--- src/hw/store_pkg.sv ---
package store_pkg;

	// ******************************
	// array geometry
	// ******************************

	localparam int data_w = 8;	// bits per stored word
	localparam int addr_w = 3;
	localparam int data_n = 8;	// 2**addr_w entries

	// ******************************
	// host operation codes
	// ******************************

	localparam int op_w = 2;

	localparam logic [op_w-1:0] op_read  = 2'd0;
	localparam logic [op_w-1:0] op_write = 2'd1;
	localparam logic [op_w-1:0] op_clear = 2'd2;
	// code 3 is reserved, acked with no array access

	// command port controller states
	localparam int st_w = 2;

	localparam logic [st_w-1:0] st_idle  = 2'd0;
	localparam logic [st_w-1:0] st_issue = 2'd1;
	localparam logic [st_w-1:0] st_hold  = 2'd2;	// response capture and ack

endpackage

--- src/hw/reg_array.sv ---
`timescale 1ns/1ps

module reg_array
	import store_pkg::*;
(
	input  logic              clk,
	input  logic              resetn,

	input  logic [data_w-1:0] din,
	input  logic [addr_w-1:0] addr,
	input  logic              wr,
	input  logic              rd,
	input  logic              clr,

	output logic [data_w-1:0] dout,
	output logic              error
);

	// ******************************
	// storage
	// ******************************

	logic [data_w-1:0] data_q [data_n];	// payload, never reset
	logic [data_n-1:0] valid_q;

	// per entry decode and read terms
	logic [data_n-1:0] addr_hit;
	logic [data_n-1:0] wr_en;
	logic [data_n-1:0] rd_en;
	logic [data_n-1:0] rd_v;
	logic [data_w-1:0] data_rd [data_n];

	// ******************************
	// one-hot address decode
	// ******************************

	generate
		for (genvar i = 0; i < data_n; i++) begin : g_entry
			assign addr_hit[i] = (addr == addr_w'(i));
			assign wr_en[i]    = wr & addr_hit[i];
			assign rd_en[i]    = rd & addr_hit[i];

			// only a valid entry may drive the read bus
			assign rd_v[i]    = rd_en[i] & valid_q[i];
			assign data_rd[i] = {data_w{rd_v[i]}} & data_q[i];

			always_ff @(posedge clk) begin
				if (wr_en[i]) begin
					data_q[i] <= din;
				end
			end
		end
	endgenerate

	// ******************************
	// valid bits
	// ******************************

	// a write sets the addressed bit, clear drops them all
	always_ff @(posedge clk) begin
		if (!resetn) begin
			valid_q <= '0;
		end else if (clr) begin
			valid_q <= '0;
		end else begin
			valid_q <= valid_q | wr_en;
		end
	end

	// ******************************
	// read path
	// ******************************

	// at most one rd_v bit is set, so an OR acts as the mux
	always_comb begin
		dout = '0;
		for (int i = 0; i < data_n; i++) begin
			dout = dout | data_rd[i];
		end
	end

	// reading an entry that was never written, or was cleared
	assign error = rd & ~|rd_v;

endmodule

--- src/hw/cmd_port.sv ---
`timescale 1ns/1ps

module cmd_port
	import store_pkg::*;
(
	input  logic              clk,
	input  logic              resetn,

	// host side, four-phase req/ack
	input  logic              req,
	input  logic [op_w-1:0]   op,
	input  logic [addr_w-1:0] addr,
	input  logic [data_w-1:0] wdata,
	output logic              ack,
	output logic [data_w-1:0] rdata,
	output logic              err,

	// array side
	output logic [data_w-1:0] arr_din,
	output logic [addr_w-1:0] arr_addr,
	output logic              arr_wr,
	output logic              arr_rd,
	output logic              arr_clr,
	input  logic [data_w-1:0] arr_dout,
	input  logic              arr_error
);

	// ******************************
	// state and command latch
	// ******************************

	logic [st_w-1:0]   state_q;
	logic [op_w-1:0]   cmd_op_q;
	logic [addr_w-1:0] cmd_addr_q;
	logic [data_w-1:0] cmd_wdata_q;

	logic take_cmd;

	// decoded strobes, loaded in issue
	logic dec_wr;
	logic dec_rd;
	logic dec_clr;

	assign take_cmd = (state_q == st_idle) & req;

	// host holds these stable while req is high
	always_ff @(posedge clk) begin
		if (take_cmd) begin
			cmd_op_q    <= op;
			cmd_addr_q  <= addr;
			cmd_wdata_q <= wdata;
		end
	end

	assign arr_din  = cmd_wdata_q;
	assign arr_addr = cmd_addr_q;

	// ******************************
	// op decode
	// ******************************

	always_comb begin
		dec_wr  = 1'b0;
		dec_rd  = 1'b0;
		dec_clr = 1'b0;
		case (cmd_op_q)
			op_read:  dec_rd  = 1'b1;
			op_write: dec_wr  = 1'b1;
			op_clear: dec_clr = 1'b1;
			default: begin
				// reserved, no strobe
				dec_wr  = 1'b0;
			end
		endcase
	end

	// ******************************
	// handshake FSM
	// ******************************

	always_ff @(posedge clk) begin
		if (!resetn) begin
			state_q <= st_idle;
			ack     <= 1'b0;
			arr_wr  <= 1'b0;
			arr_rd  <= 1'b0;
			arr_clr <= 1'b0;
			rdata   <= '0;
			err     <= 1'b0;
		end else begin
			// strobes last one cycle
			arr_wr  <= 1'b0;
			arr_rd  <= 1'b0;
			arr_clr <= 1'b0;

			case (state_q)
				st_idle: begin
					if (req) begin
						state_q <= st_issue;	// command latched this edge
					end
				end

				st_issue: begin
					arr_wr  <= dec_wr;
					arr_rd  <= dec_rd;
					arr_clr <= dec_clr;
					state_q <= st_hold;
				end

				st_hold: begin
					if (!ack) begin
						// strobe cycle ends here, array answer is valid
						ack   <= 1'b1;
						rdata <= arr_rd ? arr_dout : '0;
						err   <= arr_rd & arr_error;
					end else if (!req) begin
						ack     <= 1'b0;	// rdata and err keep their value
						state_q <= st_idle;
					end
				end

				default: begin
					state_q <= st_idle;
				end
			endcase
		end
	end

endmodule

--- src/hw/scratch_store.sv ---
`timescale 1ns/1ps

module scratch_store
	import store_pkg::*;
(
	input  logic              clk,
	input  logic              resetn,

	// host command port
	input  logic              req,
	input  logic [op_w-1:0]   op,
	input  logic [addr_w-1:0] addr,
	input  logic [data_w-1:0] wdata,

	output logic              ack,
	output logic [data_w-1:0] rdata,
	output logic              err
);

	// ******************************
	// controller to array
	// ******************************

	logic [data_w-1:0] arr_din;
	logic [addr_w-1:0] arr_addr;
	logic              arr_wr;
	logic              arr_rd;
	logic              arr_clr;

	// combinational answer of the array
	logic [data_w-1:0] arr_dout;
	logic              arr_error;

	cmd_port u_port (
		.clk       (clk),
		.resetn    (resetn),
		.req       (req),
		.op        (op),
		.addr      (addr),
		.wdata     (wdata),
		.ack       (ack),
		.rdata     (rdata),
		.err       (err),
		.arr_din   (arr_din),
		.arr_addr  (arr_addr),
		.arr_wr    (arr_wr),
		.arr_rd    (arr_rd),
		.arr_clr   (arr_clr),
		.arr_dout  (arr_dout),
		.arr_error (arr_error)
	);

	reg_array u_array (
		.clk    (clk),
		.resetn (resetn),
		.din    (arr_din),
		.addr   (arr_addr),
		.wr     (arr_wr),
		.rd     (arr_rd),
		.clr    (arr_clr),
		.dout   (arr_dout),
		.error  (arr_error)
	);

endmodule

--- config.mk ---
export PLATFORM = sky130hd
export DESIGN_NAME = scratch_store
export DESIGN_NICKNAME = d
export VERILOG_FILES = /design/src/hw/store_pkg.sv /design/src/hw/reg_array.sv /design/src/hw/cmd_port.sv /design/src/hw/scratch_store.sv
export SDC_FILE = /design/constraint.sdc
export NUM_CORES = 1
export LEC_CHECK = 0
export BUFFER_PORTS_ARGS = -buffer_cell sky130_fd_sc_hd__buf_2
export CAP_MARGIN = 20
export CELL_PAD_IN_SITES_DETAIL_PLACEMENT = 0
export CELL_PAD_IN_SITES_GLOBAL_PLACEMENT = 1
export CORE_ASPECT_RATIO = 0.6
export CORE_MARGIN = 3
export CORE_UTILIZATION = 30
export DETAILED_ROUTE_END_ITERATION = 6
export PLACE_DENSITY_LB_ADDON = 0.1
export SLEW_MARGIN = 5
export SYNTH_ARGS = -nofsm -noshare
export SYNTH_HDL_FRONTEND = slang
export SYNTH_SLANG_ARGS = --single-unit
--- constraint.sdc ---
create_clock -name clk -period 1.6 [get_ports clk]
set_input_delay 0.32 -clock clk [delete_from_list [all_inputs] [get_ports clk]]
set_output_delay 0.32 -clock clk [all_outputs]
set_load 0.01 [all_outputs]
# After elaboration in Yosys (flattened, before gate mapping)
# Memory sizes are Yosys's and may differ from the RTL's.
# Index checks and enable logic that the tools add are counted.
[totals] reg_bits=36 ramBits=64 output_inout_bits=10 wordCells=134 n_memories=1
[op_classes] n_eq_ne=14 n_mux=47 bitwise_logic=45 n_reduce_logical=16
[mem_list] memory="u_array.data_q" words=8 width=8 read_ports=8 rd_ports_with_merged_regs=0 wr=1 line="reg_array.sv:23" source="logic [data_w-1:0] data_q [data_n];"
[op_table] op="8-bit bitwise AND" n=8
[op_table] op="8-bit two-way mux" n=8
[op_table] op="8-bit bitwise OR" n=8
[op_table] op="8-bit OR reduction" n=8
[op_table] op="1-bit two-way mux" n=28
[op_table] op="1-bit bitwise AND" n=27
[op_table] op="3-bit two-way mux" n=7
[op_table] op="3-bit == test (second input constant)" n=4
[op_table] op="3-bit by 2-bit == test with 1-bit output (second input constant)" n=2
[op_table] op="2-bit two-way mux" n=3
[op_table] op="2-bit case mux with 3 select lines" n=1
[op_table] op="2-bit by 1-bit == test with 1-bit output (second input constant)" n=2
[op_table] op="2-bit == test (second input constant)" n=2
[op_table] op="2-bit zero test" n=2
[op_table] op="2-bit != test (second input constant)" n=2
[op_table] op="2-bit AND reduction" n=2
[op_table] op="3-bit by 1-bit == test with 1-bit output (second input constant)" n=1
[op_table] op="3-bit zero test" n=1
[op_table] op="3-bit AND reduction" n=1
[op_table] op="2-bit by 1-bit != test with 1-bit output (second input constant)" n=1
[op_table] op="1-bit NOT" n=2
[op_table] op="2-bit OR reduction" n=1
[op_table] op="1-bit zero test" n=1

# Depth between registers and ports, before layout
# Gate-level depths: netlist of run 1.
[logic_depth] word_depth=12 mapped_depth=7 mapped_depth_nobuf=5

# Hierarchy
# Synthesis of run 1 repeated with hierarchy kept, for this count alone.
[hier_totals] cells_unflattened=267 area_unflattened_um2=3877.5
[modules_own_cells] module="reg_array" n_inst=1 cells_each=193 area_each_um2=2876.5 seq_area_each_um2=2082.0
[modules_own_cells] module="cmd_port" n_inst=1 cells_each=74 area_each_um2=1001.0 seq_area_each_um2=690.7

# Worst setup path before layout of run 1
# No wires, ideal clock.
[synth_path] path_type="reg-to-reg" startpoint="register u_port.state_q[1]" endpoint="register u_port.cmd_addr_q[0], in the netlist u_port.arr_addr[0], enable pin" setup_time_ns=0.401 arrival_ns=1.319 required_ns=1.199 slack_ns=-0.120 stages_incl_launch_ff=2 cell_sequence="dfxtp_1 > nor3_1"
[synth_via] elab_chain_len=2
[synth_rtl] element="start, declared" line="cmd_port.sv:32" source="logic [st_w-1:0] state_q;"
[synth_rtl] element="start signal, assigned" line="cmd_port.sv:83" source="state_q <= st_idle;"
[synth_rtl] element="start signal, assigned" line="cmd_port.sv:99" source="state_q <= st_issue;"
[synth_rtl] element="start signal, assigned" line="cmd_port.sv:107" source="state_q <= st_hold;"
[synth_rtl] element="2-bit zero test" line="cmd_port.sv:44" source="assign take_cmd = (state_q == st_idle) & req;"
[synth_rtl] element="1-bit bitwise AND" line="cmd_port.sv:44"
[synth_rtl] element="via u_port.take_cmd" line="cmd_port.sv:37" source="logic take_cmd;"
[synth_rtl] element="end signal, assigned" line="cmd_port.sv:50" source="cmd_addr_q <= addr;"
[synth_rtl] element="end, declared" line="cmd_port.sv:34" source="logic [addr_w-1:0] cmd_addr_q;"
# The timed path passes the listed nets, and every way through them passes these cells.
# A chain may end at the register's enable or synchronous reset.

# Worst setup path after layout of run 1
[layout_path] startpoint="register u_port.cmd_addr_q[0], in the netlist u_port.arr_addr[0]" endpoint="register u_port.rdata[6]"
[layout_via] elab_chain_len=12
[layout_rtl] element="3-bit by 1-bit == test with 1-bit output / 3-bit zero test (equally long branches)" line="reg_array.sv:39" source="assign addr_hit[i] = (addr == addr_w'(i));"
[layout_rtl] element="1-bit bitwise AND" line="reg_array.sv:41" source="assign rd_en[i] = rd & addr_hit[i];"
[layout_rtl] element="1-bit bitwise AND" line="reg_array.sv:44" source="assign rd_v[i] = rd_en[i] & valid_q[i];"
[layout_rtl] element="8-bit bitwise AND" line="reg_array.sv:45" source="assign data_rd[i] = {data_w{rd_v[i]}} & data_q[i];"
[layout_rtl] element="8-bit bitwise OR (6 in series)" line="reg_array.sv:78" source="dout = dout | data_rd[i];"
[layout_rtl] element="8-bit bitwise OR (*)" line="reg_array.sv:78"
[layout_rtl] element="8-bit two-way mux (*)" line="cmd_port.sv:114" source="rdata <= arr_rd ? arr_dout : '0;"
[layout_rtl] element="end signal, assigned" line="cmd_port.sv:114"
[layout_rtl] element="end, declared" line="cmd_port.sv:15" source="output logic [data_w-1:0] rdata,"
# Mark *: on every way between the ends. The rest lies on a longest branch, timed or not.

==> flow_summary.json, run 1 <==
{
  "outcome": "complete, no violations",
  "initial_core_util": 0.3189,
  "grt_use_total": 0.1425,
  "synth-seq-cells": 100,
  "cts_buffers": 9,
  "place_hpwl_um": 6400,
  "max_slew_margin": 0.7300,
  "skew_ns": 0.008245,
  "syn_area_um2": 3735,
  "min_from": "op[1]",
  "viasPerCell": 4.764,
  "die_w_um": 150.0,
  "drt-total-wl_um": 9194,
  "drive_above_1_share": 0.3730,
  "die_area_um2": 13870,
  "row_count": 30,
  "grt_setup_unrepaired": "yes",
  "gp_congestion": 0.7745,
  "cp-start-kind": "flop",
  "hold_viol": 0,
  "final_cells": 471,
  "root_buffer": "clkbuf_16",
  "port_buffers": 25,
  "drc": 0,
  "synth.net_count": 265,
  "synth_ff_type": "edfxtp_1",
  "area_growth_pct": 26.53,
  "critical_path_required_ns": 1.83,
  "yosys_warnings": 0,
  "end_kind": "flop",
  "grt_pass1_vias": 2297,
  "grt_pass1_wl_um": 14150,
  "p_per_area_nw_per_um2": 1068,
  "worstMarginPinSlew_ns": 0.4050,
  "crit_fanout": 8,
  "yosysTopAreaCellShare": 0.6191,
  "core_area_um2": 11710,
  "synth_seq_area_share": 0.7424,
  "grt_antenna_before_repair": 0,
  "cp_data_arrival_time_ns": 1.82,
  "placedCellCount": 452,
  "holdBufCountCts": 0,
  "timing.final.crit_share": 0.9914,
  "async_flop_share": 0,
  "vias": 2244,
  "antennaDiodeCount": 0,
  "synth_cell_types": 32,
  "critPathKind": "flop to flop",
  "hold_path.class": "input port to flop",
  "setup_violations": 0,
  "fmax_mhz": 630.4,
  "clk_path_buf_depth": 2,
  "cts_tree": "built",
  "fin_util": 0.4035,
  "drtIter0Drc": 128,
  "pre_cts_slack_ns": -0.1326,
  "syn_inst": 249,
  "syn_area_per_cell_um2": 15.00,
  "ant_nets": 0,
  "grt_max_degree": 17,
  "fin_ws_ns": 0.01370,
  "firstDrtPassIters": 4,
  "fin_crit_ns": 1.586,
  "nNetsFinal": 322,
  "overflow": 0,
  "io_pins": 26,
  "wl_per_cell_um": 19.52,
  "ir_drop_mv": 0.4958,
  "clk_latency_ns": 0.34,
  "drv_cap": 0,
  "synth_top_area_cell": "edfxtp_1",
  "clk_pin_slew_ns": 0.07,
  "cts_max_level": 3,
  "p_leak_nw": 1.708,
  "cts.sinks": 100,
  "synthTopCellsByArea": "edfxtp_1 (62%), dfxtp_1 (12%), a22oi_1 (5.0%), nor2_1 (2.1%), o221a_1 (2.1%)",
  "reg2reg_from": "u_port.arr_addr[0]",
  "finalMaxSlewViolations": 0,
  "synth_edf_count": 77,
  "crit_start": "u_port.arr_addr[0]",
  "die_h_um": 92.43
}
-- per-layer routing --
layer / routed length [µm] / global-route usage / part of all wire
met3: 532 / 0.03667 / 0.058
met5: 0 / 0 / 0
met1: 4659 / 0.2198 / 0.51
met2: 3935 / 0.1966 / 0.43
met4: 65 / 0.03729 / 0.0071
-- final cells by class --
| type | instances | area (µm²) |
|---|---|---|
| clock buffers | 11 | 232.7 |
| clock inverters | 5 | 36.28 |
| fillers | 1122 | 6985 |
| inverters | 1 | 3.754 |
| multi-input cells | 133 | 1057 |
| flip-flops and latches | 100 | 2773 |
| well taps | 160 | 200.2 |
| repair buffers | 61 | 422.9 |
-- through the flow --
step | setup TNS [ns] | area (µm²) | total power, mW | hold WS, ns
detailed placement | -0.9067 | 4254 | 3.095 | 0.4498
floorplan | 0 | 3750 | 3.001 | 0.4189
finish | 0 | 4726 | 5.045 | 0.1524
global route | -0.1362 | 4726 | 5.252 | 0.1381
CTS | -0.09888 | 4626 | 5.109 | 0.1391
global placement | -0.7019 | 4254 | 3.096 | 0.4504
-- cells by family (layout without fill, tap and decap cells) --
group / after synthesis / after routing / share of synthesized area
AO/OA/AOI/OAI: 59 / 59 / 0.1229
AND/OR/NAND/NOR: 72 / 72 / 0.1032
buffers and inverters: 16 / 78 / 0.02613
multiplexers: 2 / 2 / 0.005360
flip-flops: 100 / 100 / 0.7424
-- synthesized netlist by cell type (2+ instances only) --
library cell / count
clkbuf_1: 5
a22oi_1: 25
mux2i_1: 2
a31oi_1: 2
dfxtp_1: 23
nor3b_1: 3
o21ai_0: 2
buf_2: 5
nor3_1: 4
nand2_1: 12
nand4_1: 7
nor2b_1: 3
and2_1: 2
edfxtp_1: 77
nand2b_1: 7
nor2_1: 21
o21a_1: 8
and3_1: 9
o221a_1: 7
buf_6: 4
and2_4: 2
a21o_1: 8
a21boi_0: 2
-- what timing repair did --
action,4_1_cts,5_1_grt
pin swaps,4,26
gates resized for setup,24,25
buffers inserted,2,2
setup endpoints to repair,9,24
-- power by group --
group / internal (mW) / switching (mW)
sequential: 2.84 / 0.0467
combinational: 0.0775 / 0.0901
clock: 1.06 / 0.926
-- worst max-delay path: stages, from the launching register on --
cell,delay [ns]
edfxtp_1,0.50
and2_4,0.20
and3_4,0.22
a22oi_2,0.20
nand4_1,0.12
o221a_1,0.25
-- cells in the final DEF, fill, tap and decap left out, drive strengths merged --
| cell type | count |
|---|---|
| buf | 61 |
| o221ai | 1 |
| a22oi | 25 |
| nor3 | 4 |
| nand4 | 7 |
| nand3b | 1 |
| nand2b | 7 |
| o221a | 7 |
| a21oi | 1 |
| edfxtp | 77 |
| a21o | 8 |
| nor3b | 4 |
| and2 | 4 |
| inv | 3 |
| o21ai | 3 |
| nor2 | 21 |
| and3 | 9 |
| a31oi | 2 |
| o22ai | 1 |
| a21boi | 2 |
| mux2i | 2 |
| nand2 | 12 |
| o21a | 8 |
| clkbuf | 11 |
| o21ba | 1 |
| nor2b | 3 |
| dfxtp | 23 |
| clkinv | 3 |
-- state kept, by name, summed over array words and instances (netlist names), 2 cells and up --
register,cells
u_array.data_q,64
u_array.valid_q,8
u_port.arr_addr,3
u_port.arr_din,8
u_port.cmd_op_q,2
u_port.rdata,8
u_port.state_q,2
-- worst paths after layout --
check                                           to  slack, ns  cells after the start
worst max-delay path               u_port.rdata[6]       0.01                      5
worst min-delay path            u_port.cmd_op_q[1]       0.15                      1
worst max register to register     u_port.rdata[6]       0.01                      5
worst min register to register      u_port.arr_clr       0.46                      1
Power figures use the tool's default switching activity.
==> inputs of run 2 (changes only) <==
Settings changed: ABC_AREA from default to 1, CAP_MARGIN 20 to 10, CORE_MARGIN 3 to 2.
==> run 2 against run 1 <==
Non-clock buffer count grew 4. Utilization decreased by 1.8 points. Power is 1.7% higher. Sequential power hardly changed. Clock skew barely moved. Critical path depth increased by 1. Synthesized cell count up 35%. Routed wire length grew 11%. Maximum frequency up 1.6%. Sequential cell count is the same. Largest cell class unchanged.
==> flow_summary.json, run 2 <==
{
  "outcome": "complete, no violations",
  "grt_setup_unrepaired": "yes",
  "grt_pass1_wl_um": 15660,
  "drive_above_1_share": 0.2756,
  "die_h_um": 92.33,
  "crit_fanout": 5,
  "synth.net_count": 351,
  "fillers": 1261,
  "place_hpwl_um": 7065,
  "core_area_um2": 12770,
  "synth_edf_count": 77,
  "wl_per_cell_um": 17.61,
  "cp-start-kind": "flop",
  "ant_nets": 0,
  "slowest_stage": "edfxtp_1",
  "synth_cell_types": 26,
  "io_pins": 26,
  "nNetsFinal": 421,
  "grt_pass1_vias": 2609,
  "drtIter0Drc": 138,
  "cts_buffers": 9,
  "clk_pin_slew_ns": 0.07,
  "crit_top_cell": "buf_6",
  "p_per_area_nw_per_um2": 1043,
  "muxShareOfSynthArea": 0,
  "synth_most_common_cell": "nand2_1",
  "met3_usage": 0.04039,
  "layout_commonest_cell": "nand2_1",
  "fmax_mhz": 640.2,
  "synthTopCellsByArea": "edfxtp_1 (59%), dfxtp_1 (12%), nand2_1 (9.6%), nand3_1 (3.6%), nor2_1 (2.8%)",
  "largest_reg_flops": 64,
  "synth_top_area_cell": "edfxtp_1",
  "p_leak_nw": 1.912,
  "syn_area_um2": 3901,
  "synth_seq_area_share": 0.7107,
  "crit_path_cell_trace": "buf_6, nor2_4, buf_6, nand2_4, nor2_4, buf_6",
  "grt_antenna_before_repair": 0,
  "total_power_mw": 5.131,
  "vias": 2625,
  "fin_crit_ns": 1.562,
  "synth_compound_area_frac": 0.03464,
  "end_kind": "flop",
  "drc": 0,
  "cts.sinks": 100,
  "grt_max_degree": 20,
  "synth_ff_type": "edfxtp_1",
  "holdBufCountCts": 0,
  "yosys-top-cells-count": "nand2_1 (100), edfxtp_1 (77), nor2_1 (29), nand3_1 (28), dfxtp_1 (23)",
  "synth_xor_area_frac": 0,
  "final_cell_mix": "nand2_1 (99), edfxtp_1 (77), nand3_1 (27), buf_4 (27), buf_2 (26)",
  "use_met1": 0.2417,
  "cp_data_arrival_time_ns": 1.62,
  "worstMarginPinSlew_ns": 0.4447,
  "clk_path_buf_depth": 2,
  "fin_hold_ws_ns": 0.1518,
  "met2_usage": 0.2198,
  "finalMaxSlewViolations": 0,
  "area_growth_pct": 26.11,
  "clk_latency_ns": 0.34,
  "die_w_um": 151.2,
  "synth-simple-area-share": 0.2264,
  "yosys_warnings": 0,
  "firstDrtPassIters": 4,
  "root_buffer": "clkbuf_16",
  "gp_congestion": 0.7501,
  "skew_ns": 0.007868,
  "synth_top_family_by_area": "simple AND/OR/NAND/NOR gates",
  "max_slew_margin": 0.7035,
  "antennaDiodeCount": 0,
  "cts_tree": "built",
  "async_flop_share": 0,
  "timing.final.crit_share": 0.9763,
  "hold_path.class": "input port to flop",
  "grt_use_total": 0.1573,
  "viasPerCell": 4.526,
  "port_buffers": 25,
  "ir_drop_mv": 0.4522,
  "placedCellCount": 553,
  "yosysTopAreaCellShare": 0.5927,
  "cts_max_level": 3,
  "overflow": 0,
  "syn_inst": 335,
  "final_cells": 580,
  "setup_violations": 0,
  "die_area_um2": 13960,
  "synth_fa_ha_area_frac": 0,
  "tns_ns": 0,
  "largest-register": "u_array.data_q",
  "drv_cap": 0,
  "row_count": 32,
  "busiest_layer": "met1",
  "drt-total-wl_um": 10210,
  "syn_area_per_cell_um2": 11.65,
  "initial_core_util": 0.3054,
  "hold_viol": 0,
  "slowest_delay_ns": 0.47,
  "synth-seq-cells": 100,
  "critical_path_required_ns": 1.65,
  "critPathKind": "flop to flop"
}
## run 2: through the flow
| stage | util | area [µm²] | worst slack [ns] |
|---|---|---|---|
| after detailed placement | 0.3522 | 4498 | -0.05030 |
| after global placement | 0.3522 | 4498 | -0.04780 |
| after floorplan | - | 3906 | -0.2299 |
| after global routing | 0.3852 | 4920 | -0.04757 |
| after CTS | 0.3752 | 4792 | 0.0008675 |
| final | 0.3852 | 4920 | 0.03797 |
## run 2: cells by family after synthesis
| logic type | after synthesis |
|---|---|
| simple gates | 193 |
| flops | 100 |
| buf+inv | 25 |
| compound gates | 17 |
## run 2: report_power, final
part           internal [mW]  switching, mW
Clock                   1.06          0.933
Combinational         0.0924          0.140
Sequential              2.84         0.0605
## run 2: path summary, 6_finish.rpt
check,start,cells after the start,slack (ns),end
worst min register to register,u_port.cmd_op_q[1],1,0.43,u_port.arr_rd
worst max register to register,u_port.arr_addr[1],6,0.04,u_array.data_q[0][6]
worst min-delay path,wdata[4],1,0.15,u_port.arr_din[4]
worst max-delay path,u_port.arr_addr[1],6,0.04,u_array.data_q[0][6]
## run 2: layout make-up
| cell class | instances | area [µm²] | share of cell area |
|---|---|---|---|
| Sequential cell | 100 | 2774 | 0.5638 |
| Multi-Input combinational cell | 210 | 1059 | 0.2152 |
| Timing Repair Buffer | 65 | 529.3 | 0.1076 |
| Clock buffer | 11 | 232.7 | 0.04730 |
| Tap cell | 170 | 212.7 | 0.04323 |
| Inverter | 19 | 73.82 | 0.01501 |
| Clock inverter | 5 | 38.79 | 0.007884 |
## run 2: timing repair
| action | in CTS | in global routing |
|---|---|---|
| pin swaps | 1 | 5 |
| setup endpoints to repair | 15 | 32 |
| cloned | 0 | 1 |
| buffers inserted | 1 | 9 |
| gates resized for setup | 2 | 19 |
## run 2: metal layers
| metal | part of all wire | up-vias |
|---|---|---|
| met5 | 0 | - |
| met4 | 0.0059 | 0 |
| met3 | 0.025 | 4 |
| met2 | 0.41 | 29 |
| met1 | 0.56 | 1295 |
| li1 | - | 1297 |
## run 2: worst max-delay path: cells and delay by family, from the launching register on
kind | cells | cell delay, ns
DFF | 1 | 0.47
and+or+nand+nor | 3 | 0.35
buffers and inverters | 3 | 0.47
